<file path="src/hdl/dice_pkg.sv">
package dice_pkg;

	// phases of one roll, also the code shown on the board
	typedef enum logic [2:0] {
		ST_IDLE   = 3'd0,
		ST_FAST   = 3'd1,
		ST_MEDIUM = 3'd2,
		ST_SLOW   = 3'd3,
		ST_STOP   = 3'd4,
		ST_FINAL  = 3'd5
	} roll_state_t;

	// one dice value, a single hex digit
	localparam int VAL_W = 4;

	// saved output carries a blank flag above the value
	localparam int SAVED_W = VAL_W + 1;

	// shown outside idle and when the slot holds nothing
	localparam logic [SAVED_W-1:0] SAVED_BLANK = '1;

	// segments a to g
	localparam int SEG_W = 7;

endpackage

</file>
<file path="src/hdl/dice_top.sv">
module dice_top #(
	parameter int unsigned FAST_TICKS   = 100_000_000,
	parameter int unsigned MEDIUM_TICKS = 100_000_000,
	parameter int unsigned SLOW_TICKS   = 100_000_000,
	parameter int unsigned FAST_STEP    = 600_000,
	parameter int unsigned MEDIUM_STEP  = 2_000_000,
	parameter int unsigned SLOW_STEP    = 8_000_000,
	parameter int unsigned LCG_A        = 11,
	parameter int unsigned LCG_B        = 29,
	parameter int unsigned LCG_SEED     = 9
) (
	input  logic                         i_clk,
	input  logic                         i_rst_n,
	input  logic                         i_start,
	input  logic                         i_stop,
	input  logic                         i_save,
	output logic [dice_pkg::VAL_W-1:0]   o_random_out,
	output logic [dice_pkg::SAVED_W-1:0] o_saved,
	output dice_pkg::roll_state_t        o_state,
	output logic [dice_pkg::SEG_W-1:0]   o_seg
);

	import dice_pkg::*;

	logic start_pulse;
	logic stop_pulse;
	logic save_pulse;
	roll_state_t state;
	logic seed_load;
	logic [VAL_W-1:0] seed_val;
	logic step;
	logic recall_load;
	logic [VAL_W-1:0] recall_val;
	logic [VAL_W-1:0] value;
	logic [SAVED_W-1:0] saved;

	key_pulse key_pulse_inst (
		.i_clk         (i_clk),
		.i_rst_n       (i_rst_n),
		.i_start       (i_start),
		.i_stop        (i_stop),
		.i_save        (i_save),
		.o_start_pulse (start_pulse),
		.o_stop_pulse  (stop_pulse),
		.o_save_pulse  (save_pulse)
	);

	roll_sequencer #(
		.FAST_TICKS   (FAST_TICKS),
		.MEDIUM_TICKS (MEDIUM_TICKS),
		.SLOW_TICKS   (SLOW_TICKS),
		.FAST_STEP    (FAST_STEP),
		.MEDIUM_STEP  (MEDIUM_STEP),
		.SLOW_STEP    (SLOW_STEP)
	) roll_sequencer_inst (
		.i_clk         (i_clk),
		.i_rst_n       (i_rst_n),
		.i_start_pulse (start_pulse),
		.i_stop_pulse  (stop_pulse),
		.o_state       (state),
		.o_seed_load   (seed_load),
		.o_seed_val    (seed_val),
		.o_step        (step)
	);

	lcg_core #(
		.LCG_A    (LCG_A),
		.LCG_B    (LCG_B),
		.LCG_SEED (LCG_SEED)
	) lcg_core_inst (
		.i_clk         (i_clk),
		.i_rst_n       (i_rst_n),
		.i_seed_load   (seed_load),
		.i_seed_val    (seed_val),
		.i_recall_load (recall_load),
		.i_recall_val  (recall_val),
		.i_step        (step),
		.o_value       (value)
	);

	save_slot save_slot_inst (
		.i_clk         (i_clk),
		.i_rst_n       (i_rst_n),
		.i_state       (state),
		.i_save_pulse  (save_pulse),
		.i_value       (value),
		.o_saved       (saved),
		.o_recall_load (recall_load),
		.o_recall_val  (recall_val)
	);

	seg7_out seg7_out_inst (
		.i_clk        (i_clk),
		.i_rst_n      (i_rst_n),
		.i_value      (value),
		.i_saved      (saved),
		.i_state      (state),
		.o_random_out (o_random_out),
		.o_saved_out  (o_saved),
		.o_state_out  (o_state),
		.o_seg        (o_seg)
	);

endmodule

</file>
<file path="src/hdl/key_pulse.sv">
module key_pulse (
	input  logic i_clk,
	input  logic i_rst_n,
	input  logic i_start,
	input  logic i_stop,
	input  logic i_save,
	output logic o_start_pulse,
	output logic o_stop_pulse,
	output logic o_save_pulse
);

	localparam int N_KEYS = 3;

	logic [N_KEYS-1:0] keys_raw;
	logic [N_KEYS-1:0] sync_q1;
	logic [N_KEYS-1:0] sync_q2;
	logic [N_KEYS-1:0] delay_q;
	logic [N_KEYS-1:0] rise;

	// bit order start, stop, save
	assign keys_raw = {i_save, i_stop, i_start};

	always_ff @(posedge i_clk or negedge i_rst_n) begin
		if (!i_rst_n) begin
			sync_q1 <= '0;
			sync_q2 <= '0;
			delay_q <= '0;
		end else begin
			sync_q1 <= keys_raw;
			sync_q2 <= sync_q1;
			delay_q <= sync_q2;
		end
	end

	// high for the first synchronized cycle of a press
	assign rise = sync_q2 & ~delay_q;

	assign o_start_pulse = rise[0];
	assign o_stop_pulse  = rise[1];
	assign o_save_pulse  = rise[2];

endmodule

</file>
<file path="src/hdl/lcg_core.sv">
module lcg_core #(
	parameter int unsigned LCG_A    = 11,
	parameter int unsigned LCG_B    = 29,
	parameter int unsigned LCG_SEED = 9
) (
	input  logic                       i_clk,
	input  logic                       i_rst_n,
	input  logic                       i_seed_load,
	input  logic [dice_pkg::VAL_W-1:0] i_seed_val,
	input  logic                       i_recall_load,
	input  logic [dice_pkg::VAL_W-1:0] i_recall_val,
	input  logic                       i_step,
	output logic [dice_pkg::VAL_W-1:0] o_value
);

	import dice_pkg::*;

	localparam int unsigned LCG_M = 2 ** VAL_W;

	logic [VAL_W-1:0] value_nxt;

	// x' = (a*x + b) mod 16
	always_comb begin
		value_nxt = VAL_W'((LCG_A * o_value + LCG_B) % LCG_M);
	end

	always_ff @(posedge i_clk or negedge i_rst_n) begin
		if (!i_rst_n) begin
			o_value <= VAL_W'(LCG_SEED);
		end else if (i_seed_load) begin
			o_value <= i_seed_val;
		end else if (i_recall_load) begin
			o_value <= i_recall_val;
		end else if (i_step) begin
			o_value <= value_nxt;
		end
	end

endmodule

</file>
<file path="src/hdl/roll_sequencer.sv">
module roll_sequencer #(
	parameter int unsigned FAST_TICKS   = 100_000_000,
	parameter int unsigned MEDIUM_TICKS = 100_000_000,
	parameter int unsigned SLOW_TICKS   = 100_000_000,
	parameter int unsigned FAST_STEP    = 600_000,
	parameter int unsigned MEDIUM_STEP  = 2_000_000,
	parameter int unsigned SLOW_STEP    = 8_000_000
) (
	input  logic                       i_clk,
	input  logic                       i_rst_n,
	input  logic                       i_start_pulse,
	input  logic                       i_stop_pulse,
	output dice_pkg::roll_state_t      o_state,
	output logic                       o_seed_load,
	output logic [dice_pkg::VAL_W-1:0] o_seed_val,
	output logic                       o_step
);

	import dice_pkg::*;

	localparam int unsigned MAX_TICKS_FM = (FAST_TICKS > MEDIUM_TICKS) ? FAST_TICKS : MEDIUM_TICKS;
	localparam int unsigned MAX_TICKS = (MAX_TICKS_FM > SLOW_TICKS) ? MAX_TICKS_FM : SLOW_TICKS;
	localparam int unsigned MAX_STEP_FM = (FAST_STEP > MEDIUM_STEP) ? FAST_STEP : MEDIUM_STEP;
	localparam int unsigned MAX_STEP = (MAX_STEP_FM > SLOW_STEP) ? MAX_STEP_FM : SLOW_STEP;
	localparam int TIMER_W = $clog2(MAX_TICKS + 1);
	localparam int STEP_W = $clog2(MAX_STEP + 1);

	roll_state_t state;
	roll_state_t state_nxt;
	roll_state_t last_phase;
	roll_state_t last_phase_nxt;
	logic [VAL_W-1:0] seed_cnt;
	logic [VAL_W-1:0] seed_cnt_nxt;
	logic [TIMER_W-1:0] timer;
	logic [TIMER_W-1:0] timer_nxt;
	logic [STEP_W-1:0] step_cnt;
	logic [STEP_W-1:0] step_cnt_nxt;
	logic [TIMER_W-1:0] phase_ticks;
	logic [STEP_W-1:0] phase_step;
	roll_state_t phase_next;
	logic seed_load_nxt;
	logic step_nxt;

	// duration, step interval and successor of the running phase
	always_comb begin
		case (state)
			ST_MEDIUM: begin
				phase_ticks = TIMER_W'(MEDIUM_TICKS);
				phase_step  = STEP_W'(MEDIUM_STEP);
				phase_next  = ST_SLOW;
			end
			ST_SLOW: begin
				phase_ticks = TIMER_W'(SLOW_TICKS);
				phase_step  = STEP_W'(SLOW_STEP);
				phase_next  = ST_FINAL;
			end
			default: begin
				phase_ticks = TIMER_W'(FAST_TICKS);
				phase_step  = STEP_W'(FAST_STEP);
				phase_next  = ST_MEDIUM;
			end
		endcase
	end

	always_comb begin
		state_nxt      = state;
		last_phase_nxt = last_phase;
		seed_cnt_nxt   = seed_cnt;
		timer_nxt      = timer;
		step_cnt_nxt   = step_cnt;
		seed_load_nxt  = 1'b0;
		step_nxt       = 1'b0;
		case (state)
			ST_IDLE: begin
				seed_cnt_nxt = seed_cnt + 1'b1;
				if (i_start_pulse) begin
					state_nxt     = ST_FAST;
					timer_nxt     = '0;
					step_cnt_nxt  = '0;
					seed_load_nxt = 1'b1;
				end
			end
			ST_FAST, ST_MEDIUM, ST_SLOW: begin
				if (i_stop_pulse) begin
					state_nxt      = ST_STOP;
					last_phase_nxt = state;
				end else if (timer == phase_ticks) begin
					state_nxt    = phase_next;
					timer_nxt    = '0;
					step_cnt_nxt = '0;
				end else begin
					timer_nxt = timer + 1'b1;
					// step_cnt follows the timer modulo the step interval
					if (step_cnt == phase_step - 1'b1) begin
						step_cnt_nxt = '0;
						step_nxt     = 1'b1;
					end else begin
						step_cnt_nxt = step_cnt + 1'b1;
					end
				end
			end
			ST_STOP: begin
				if (i_stop_pulse) begin
					state_nxt = last_phase;
				end
			end
			ST_FINAL: begin
				if (i_start_pulse) begin
					state_nxt = ST_IDLE;
				end
			end
			default: begin
				state_nxt = ST_IDLE;
			end
		endcase
	end

	always_ff @(posedge i_clk or negedge i_rst_n) begin
		if (!i_rst_n) begin
			state       <= ST_IDLE;
			last_phase  <= ST_FAST;
			seed_cnt    <= '0;
			timer       <= '0;
			step_cnt    <= '0;
			o_seed_load <= 1'b0;
			o_step      <= 1'b0;
		end else begin
			state       <= state_nxt;
			last_phase  <= last_phase_nxt;
			seed_cnt    <= seed_cnt_nxt;
			timer       <= timer_nxt;
			step_cnt    <= step_cnt_nxt;
			o_seed_load <= seed_load_nxt;
			o_step      <= step_nxt;
		end
	end

	// seed captured at the start press
	always_ff @(posedge i_clk) begin
		if (seed_load_nxt) begin
			o_seed_val <= seed_cnt;
		end
	end

	assign o_state = state;

endmodule

</file>
<file path="src/hdl/save_slot.sv">
module save_slot (
	input  logic                         i_clk,
	input  logic                         i_rst_n,
	input  dice_pkg::roll_state_t        i_state,
	input  logic                         i_save_pulse,
	input  logic [dice_pkg::VAL_W-1:0]   i_value,
	output logic [dice_pkg::SAVED_W-1:0] o_saved,
	output logic                         o_recall_load,
	output logic [dice_pkg::VAL_W-1:0]   o_recall_val
);

	import dice_pkg::*;

	logic [VAL_W-1:0] slot_val;
	logic slot_full;
	logic store_en;
	logic recall_en;

	// store only once the value has stopped moving
	assign store_en  = i_save_pulse && ((i_state == ST_STOP) || (i_state == ST_FINAL));
	assign recall_en = i_save_pulse && (i_state == ST_IDLE) && slot_full;

	always_ff @(posedge i_clk) begin
		if (store_en) begin
			slot_val <= i_value;
		end
	end

	always_ff @(posedge i_clk or negedge i_rst_n) begin
		if (!i_rst_n) begin
			slot_full     <= 1'b0;
			o_saved       <= SAVED_BLANK;
			o_recall_load <= 1'b0;
		end else begin
			o_recall_load <= recall_en;
			if (store_en) begin
				slot_full <= 1'b1;
			end else if (recall_en) begin
				slot_full <= 1'b0;
			end
			if (i_state != ST_IDLE) begin
				o_saved <= SAVED_BLANK;
			end else if (recall_en) begin
				o_saved <= {1'b0, slot_val};
			end else if (i_save_pulse) begin
				// nothing stored
				o_saved <= SAVED_BLANK;
			end
		end
	end

	assign o_recall_val = slot_val;

endmodule

</file>
<file path="src/hdl/seg7_out.sv">
module seg7_out (
	input  logic                         i_clk,
	input  logic                         i_rst_n,
	input  logic [dice_pkg::VAL_W-1:0]   i_value,
	input  logic [dice_pkg::SAVED_W-1:0] i_saved,
	input  dice_pkg::roll_state_t        i_state,
	output logic [dice_pkg::VAL_W-1:0]   o_random_out,
	output logic [dice_pkg::SAVED_W-1:0] o_saved_out,
	output dice_pkg::roll_state_t        o_state_out,
	output logic [dice_pkg::SEG_W-1:0]   o_seg
);

	import dice_pkg::*;

	logic [SEG_W-1:0] seg_nxt;

	// hex digit, bit 6 is segment a
	always_comb begin
		case (i_value)
			4'h0: seg_nxt = 7'b1111110;
			4'h1: seg_nxt = 7'b0110000;
			4'h2: seg_nxt = 7'b1101101;
			4'h3: seg_nxt = 7'b1111001;
			4'h4: seg_nxt = 7'b0110011;
			4'h5: seg_nxt = 7'b1011011;
			4'h6: seg_nxt = 7'b1011111;
			4'h7: seg_nxt = 7'b1110000;
			4'h8: seg_nxt = 7'b1111111;
			4'h9: seg_nxt = 7'b1111011;
			4'ha: seg_nxt = 7'b1110111;
			4'hb: seg_nxt = 7'b0011111;
			4'hc: seg_nxt = 7'b1001110;
			4'hd: seg_nxt = 7'b0111101;
			4'he: seg_nxt = 7'b1001111;
			default: seg_nxt = 7'b1000111;
		endcase
	end

	always_ff @(posedge i_clk or negedge i_rst_n) begin
		if (!i_rst_n) begin
			o_saved_out <= SAVED_BLANK;
			o_state_out <= ST_IDLE;
		end else begin
			o_saved_out <= i_saved;
			o_state_out <= i_state;
		end
	end

	// value and its segments stay aligned
	always_ff @(posedge i_clk) begin
		o_random_out <= i_value;
		o_seg        <= seg_nxt;
	end

endmodule

</file>
<file path="config.mk">
export PLATFORM = sky130hd
export DESIGN_NAME = dice_top
export DESIGN_NICKNAME = d
export VERILOG_FILES = /design/src/hdl/dice_pkg.sv /design/src/hdl/dice_top.sv /design/src/hdl/key_pulse.sv /design/src/hdl/lcg_core.sv /design/src/hdl/roll_sequencer.sv /design/src/hdl/save_slot.sv /design/src/hdl/seg7_out.sv
export SDC_FILE = /design/constraint.sdc
export NUM_CORES = 1
export LEC_CHECK = 0
export BUFFER_PORTS_ARGS = -buffer_cell sky130_fd_sc_hd__buf_2
export CAP_MARGIN = 0
export CORE_ASPECT_RATIO = 1.75
export CORE_MARGIN = 10
export CORE_UTILIZATION = 42
export CTS_BUF_LIST = sky130_fd_sc_hd__clkbuf_2 sky130_fd_sc_hd__clkbuf_4 sky130_fd_sc_hd__clkbuf_8
export DETAILED_ROUTE_END_ITERATION = 8
export GPL_ROUTABILITY_DRIVEN = 0
export PLACE_DENSITY = 0.66
export SYNTH_ARGS = -nofsm -noshare
export SYNTH_HDL_FRONTEND = slang
export SYNTH_SLANG_ARGS = --single-unit
export TNS_END_PERCENT = 1
</file>
<file path="constraint.sdc">
create_clock -name i_clk -period 3.3 [get_ports i_clk]
set_input_delay 0.66 -clock i_clk [delete_from_list [all_inputs] [get_ports i_clk]]
set_output_delay 0.66 -clock i_clk [all_outputs]
set_load 0.01 [all_outputs]
</file>
==> flow_summary.yaml, run 1 <==
detailed_routing:
  ant_nets: 0
  vias: 3867
  drt_iter0_drc: 187
  wirelength_mm: 10.6
  wl_per_cell_um: 14.7
  avgViaCountPerCell: 5.36
  drc: 0
  first_pass_iters: 5
global_route:
  top_usage_layer: "met2"
  grt_max_degree: 57
  grt_pass1_vias: 3813
  use_met3_pct: 3.00
  antenna_found_initial: 0
  grt_use_total_pct: 12.2
  grt_remaining_overflow: 0
  grt_use_met1_pct: 13.2
  grt_util_met2_pct: 22.0
  grt_first_pass_wirelength_mm: 18.0
setup_path:
  path_cells: "nor3b_2 -> inv_1 -> ha_1 -> nor4bb_1 -> nand3_1 -> a21o_1 -> a211o_1 -> a21oi_4 -> nor2_1"
  required_ns: 3.56
  critPathKind: "flop to flop"
  critPathTopFamily: "compound AO/OA/AOI/OAI gates"
  path_buf_inv: 1
  slowest_stage: "dfrtp_1"
  max_stage_delay_ns: 0.53
  path_max_fanout: 16
  crit_arrival_ns: 3.28
  end_kind: "flop"
  startpoint_type: "flop"
floorplanning:
  die_h_um: 168
  die_area_mm2: 0.0175
  pin_count: 24
  initial_utilization_pct: 42.4
  core-area_mm2: 0.0124
  rows: 54
  die_w_um: 104
yosys:
  yosysTopAreaCell: "dfrtp_1"
  synth_cell_types: 58
  synth.top_cell.area_share_pct: 36.8
  async_reset_ff_share_pct: 82.6
  synthFlopType: "dfrtp_1"
  synth_edf_count: 8
  netlist_instances: 522
  synth_warnings: 0
  synth.avg_cell_area_um2: 10.0
  netlist_top_cells_count: "dfrtp_1, nor2_1, nand2_1, xnor2_1, nand3_1"
  synth_area_leaders: "dfrtp_1, dfstp_2, xnor2_1, ha_1, nor2_1"
  yosysMostFrequentCell: "dfrtp_1"
  ys_seq_area_share_pct: 52.1
  synth_seq_cells: 109
  syn_nets: 548
  netlist_area_mm2: 0.00524
final_layout:
  fill_cells: 1184
  drive_gt1_share_pct: 13.0
  multi_input_area_mm2: 0.00233
  nNetsFinal: 574
  fin_cells: 721
  n_antenna_cell: 0
  ff_latch_area_mm2: 0.00273
  syn2layout_area_growth_pct: 10.0
sta:
  tns_ns: 0
  slew_headroom_pct: 20.1
  clock_skew_ns: 0.00980
  hold_violations: 0
  finalCriticalPeriod_ns: 3.02
  rsz0062_at_grt: "no"
  fmax_mhz: 331
  hold_slack_ns: 0.302
  finalCritPeriodShare_pct: 91.5
  slew_violations: 0
  finalSetupViolCount: 0
  tightestPinTransition_ns: 1.19
placed_design:
  hpwlAfterDp_mm: 7.63
  portBuffers: 23
  dp_cells: 705
cts:
  cts_tree: "done"
  clk_latency_ns: 0.38
  clk_path_buf_depth: 2
  tritoncts_num_sinks: 109
  cts.htree.levels: 3
  holdBufCountCts: 0
  clockRootBuffer: "clkbuf_8"
  cts_made_buffers: 9
  path_clk_slew_ns: 0.11
power:
  power_density_mw_per_mm2: 702
  power_leakage_nw: 2.36
  p_total_mw: 4.05
  ir_drop_mv: 0.336
run:
  max_cap_viol_count: 0
run_status:
  status: "complete, no violations"
min_path:
  hold_path.class: "input pin to asynchronous set/reset pin"
## cell families after synthesis
| family | Yosys count | synth area share (%) |
|---|---|---|
| muxes | 6 | 1.41 |
| AOI/OAI and AO/OA | 69 | 8.29 |
| buffers and inverters | 45 | 3.63 |
| adders and majority gates | 21 | 5.01 |
| and+or+nand+nor | 228 | 22.2 |
| xor gates and xnor gates | 44 | 7.35 |
| DFF | 109 | 52.1 |
## where the power goes
group / switching, mW / internal [mW]
combinational: 0.850 / 0.555
clock: 0.501 / 0.300
sequential: 0.225 / 1.62
## path summary, 6_finish.rpt
path / startpoint / end / slack, ns / cells past startpoint
min in group i_clk: key_pulse_inst.sync_q1[0]$_DFF_PN0_ / key_pulse_inst.sync_q2[0]$_DFF_PN0_ / 0.36 / 0
worst max-delay path: roll_sequencer_inst.o_state[1]$_DFFE_PN0P_ / roll_sequencer_inst.step_cnt[12]$_DFFE_PN0P_ / 0.28 / 9
worst max register to register: roll_sequencer_inst.o_state[1]$_DFFE_PN0P_ / roll_sequencer_inst.step_cnt[12]$_DFFE_PN0P_ / 0.28 / 9
worst min-delay path: i_rst_n / roll_sequencer_inst.step_cnt[4]$_DFFE_PN0P_ / 0.30 / 1
max in group asynchronous: i_rst_n / roll_sequencer_inst.timer[21]$_DFFE_PN0P_ / 2.27 / 2
worst min register to register: key_pulse_inst.sync_q1[0]$_DFF_PN0_ / key_pulse_inst.sync_q2[0]$_DFF_PN0_ / 0.36 / 0
## metal layers
layer	vias up	wire (µm)
met5	-	0
li1	1863	-
met2	63	5740
met1	1924	4320
met4	0	202
met3	17	344
## per-stage QoR
| step | instance area, µm² | setup slack (ns) | util, % |
|---|---|---|---|
| floorplan | 5240 | 0.334 | - |
| global route | 5760 | 0.0310 | 46.6 |
| CTS | 5760 | 0.176 | 46.6 |
| detailed placement | 5550 | 0.223 | 44.9 |
| finish | 5760 | 0.280 | 46.6 |
| global placement | 5550 | 0.313 | 44.9 |
## flip-flops by register name (all words and copies together), names as in the netlist, 4 cells and up
name and count:
roll_sequencer_inst.o_seed_val 4, seg7_out_inst.o_random_out 4, roll_sequencer_inst.timer 27, roll_sequencer_inst.seed_cnt 4
save_slot_inst.o_recall_val 4, seg7_out_inst.o_seg 7, save_slot_inst.o_saved 5, lcg_core_inst.o_value 4
roll_sequencer_inst.step_cnt 23, seg7_out_inst.o_saved_out 5
## worst register-to-register path: cells and delay by family (launching register included)
kind	cells	cell delay [ns]
AOI/OAI and AO/OA	3	1.05
adders and majority gates	1	0.30
buffers and inverters	1	0.12
DFF	1	0.53
and+or+nand+nor	4	0.89
## placed cells by master, fill, tap and decap left out, types with 17 or more instances in the layout
master | Yosys | final
nand2_1 | 38 | 38
nor2_1 | 65 | 65
nand3_1 | 28 | 28
ha_1 | 21 | 21
buf_2 | 5 | 22
dfrtp_1 | 77 | 77
nand4_1 | 20 | 20
xnor2_1 | 36 | 36
inv_1 | 27 | 27
o21ai_0 | 18 | 18
a21oi_1 | 18 | 18
nor3_1 | 17 | 17
## what timing repair did
item                                    4_1_cts  5_1_grt
setup buffers                                 0        0
hold endpoints to repair                      0        0
resized for setup                             0        1
endpoints found under the setup margin        0       10
## area by class of cell
type                            instances  area share, %
Timing Repair Buffer                   33           3.34
Clock buffer                            9           2.15
Sequential cell                       109           47.3
Clock inverter                          7           1.37
Inverter                               27           1.76
Multi-Input combinational cell        368           40.4
Tap cell                              168           3.65
Note: power is estimated with default switching activity, not from simulation.
==> run 2, diff against run 1 <==
==> constraint.sdc (replaced) <==
create_clock -name i_clk -period 3.88 [get_ports i_clk]
set_input_delay 0.776 -clock i_clk [delete_from_list [all_inputs] [get_ports i_clk]]
set_output_delay 0.776 -clock i_clk [all_outputs]
set_load 0.01 [all_outputs]
==> flow_summary.yaml, run 2 (synthesis results as in run 1) <==
run_status:
  status: "complete, no violations"
cts:
  clk_path_buf_depth: 2
  cts_tree: "done"
  holdBufCountCts: 0
  cts.htree.levels: 3
  path_clk_slew_ns: 0.10
  cts_made_buffers: 9
  clockRootBuffer: "clkbuf_8"
  cts_setup_buffers: 0
  post_cts_resized: 0
  tritoncts_num_sinks: 109
  clk_latency_ns: 0.38
detailed_routing:
  avgViaCountPerCell: 5.33
  drt_iter0_drc: 215
  first_pass_iters: 4
  wl_per_cell_um: 14.9
  drc: 0
  wirelength_mm: 10.7
  vias: 3823
  ant_nets: 0
sta:
  hold_violations: 0
  slew_headroom_pct: 20.7
  finalCriticalPeriod_ns: 3.48
  tightestPinTransition_ns: 1.18
  fmax_mhz: 287
  slew_violations: 0
  rsz0062_at_grt: "no"
  clock_skew_ns: 0.0142
  hold_slack_ns: 0.305
  finalCritPeriodShare_pct: 89.8
  finalSetupViolCount: 0
  setup_ws_ns: 0.396
  tns_ns: 0
final_layout:
  final_common_cell: "dfrtp_1"
  largestRegisters: "roll_sequencer_inst.timer: 27 flops, roll_sequencer_inst.step_cnt: 23 flops, seg7_out_inst.o_seg: 7 flops"
  n_antenna_cell: 0
  syn2layout_area_growth_pct: 9.38
  fin_area_mm2: 0.00573
  fill_cells: 1173
  final_cell_mix: "dfrtp_1, nor2_1, nand2_1"
  fin_cells: 717
  post-route-util_pct: 46.4
  drive_gt1_share_pct: 12.2
  top_register: "roll_sequencer_inst.timer"
  largest_reg_flops: 27
  nNetsFinal: 570
power:
  power_density_mw_per_mm2: 601
  ir_drop_mv: 0.235
  power_leakage_nw: 2.35
  p_total_mw: 3.44
global_route:
  grt_first_pass_wirelength_mm: 18.2
  grt_max_degree: 37
  grt_remaining_overflow: 0
  grt_use_total_pct: 12.5
  antenna_found_initial: 0
  grt_pass1_vias: 3930
floorplanning:
  die_w_um: 104
  initial_utilization_pct: 42.4
  die_area_mm2: 0.0175
  core-area_mm2: 0.0124
  pin_count: 24
  rows: 54
  die_h_um: 168
placed_design:
  placed_cell_area_mm2: 0.00552
  hpwlAfterDp_mm: 7.74
  dp_cells: 701
  pre_cts_ws_ns: 0.336
  portBuffers: 23
min_path:
  hold_path.class: "input pin to asynchronous set/reset pin"
setup_path:
  startpoint: "roll_sequencer_inst.o_state[2]$_DFFE_PN0P_"
  startpoint_type: "flop"
  end_kind: "flop"
  crit_arrival_ns: 3.73
  path_max_fanout: 16
  critPathKind: "flop to flop"
  rr_startpoint: "roll_sequencer_inst.o_state[2]$_DFFE_PN0P_"
  required_ns: 4.13
run:
  max_cap_viol_count: 0
## run 2: final timing paths
check / to / slack, ns / cells past startpoint
setup / recovery: roll_sequencer_inst.step_cnt[16]$_DFFE_PN0P_ / 0.40 / 9
min in group i_clk: key_pulse_inst.sync_q2[1]$_DFF_PN0_ / 0.36 / 0
setup reg to reg: roll_sequencer_inst.step_cnt[16]$_DFFE_PN0P_ / 0.40 / 9
hold / removal: roll_sequencer_inst.step_cnt[4]$_DFFE_PN0P_ / 0.30 / 1
max in group asynchronous: seg7_out_inst.o_saved_out[2]$_DFF_PN1_ / 2.74 / 2
hold reg to reg: key_pulse_inst.sync_q2[1]$_DFF_PN0_ / 0.36 / 0
## run 2: report_power, final
| group | internal (mW) | total, mW | switching, mW |
|---|---|---|---|
| combinational | 0.454 | 1.16 | 0.711 |
| clock | 0.311 | 0.697 | 0.386 |
| sequential | 1.37 | 1.58 | 0.208 |
| total | 2.14 | 3.44 | 1.30 |
## run 2: cell type report
| class | instances | area [µm²] | share of cell area (%) |
|---|---|---|---|
| Timing Repair Buffer | 29 | 163 | 2.84 |
| Inverter | 27 | 101 | 1.77 |
| Multi-Input combinational cell | 368 | 2330 | 40.6 |
| Clock inverter | 6 | 68.8 | 1.20 |
| Sequential cell | 109 | 2730 | 47.6 |
| Tap cell | 168 | 210 | 3.67 |
| Clock buffer | 10 | 131 | 2.29 |
## run 2: critical path: stages, from the launching register on
cell	delay [ns]
dfrtp_1	0.56
nor3b_2	0.49
inv_1	0.18
ha_1	0.32
nor4bb_1	0.53
nand3_1	0.13
a21o_1	0.18
a211o_1	0.51
a21oi_4	0.35
nor2_1	0.09
## run 2: layer usage
metal	vias to the layer above	routed length (µm)	track usage (%)
met5	-	0	0
met4	0	280	7.05
met3	23	389	2.34
met2	68	5710	22.8
met1	1876	4270	12.9
li1	1856	-	-
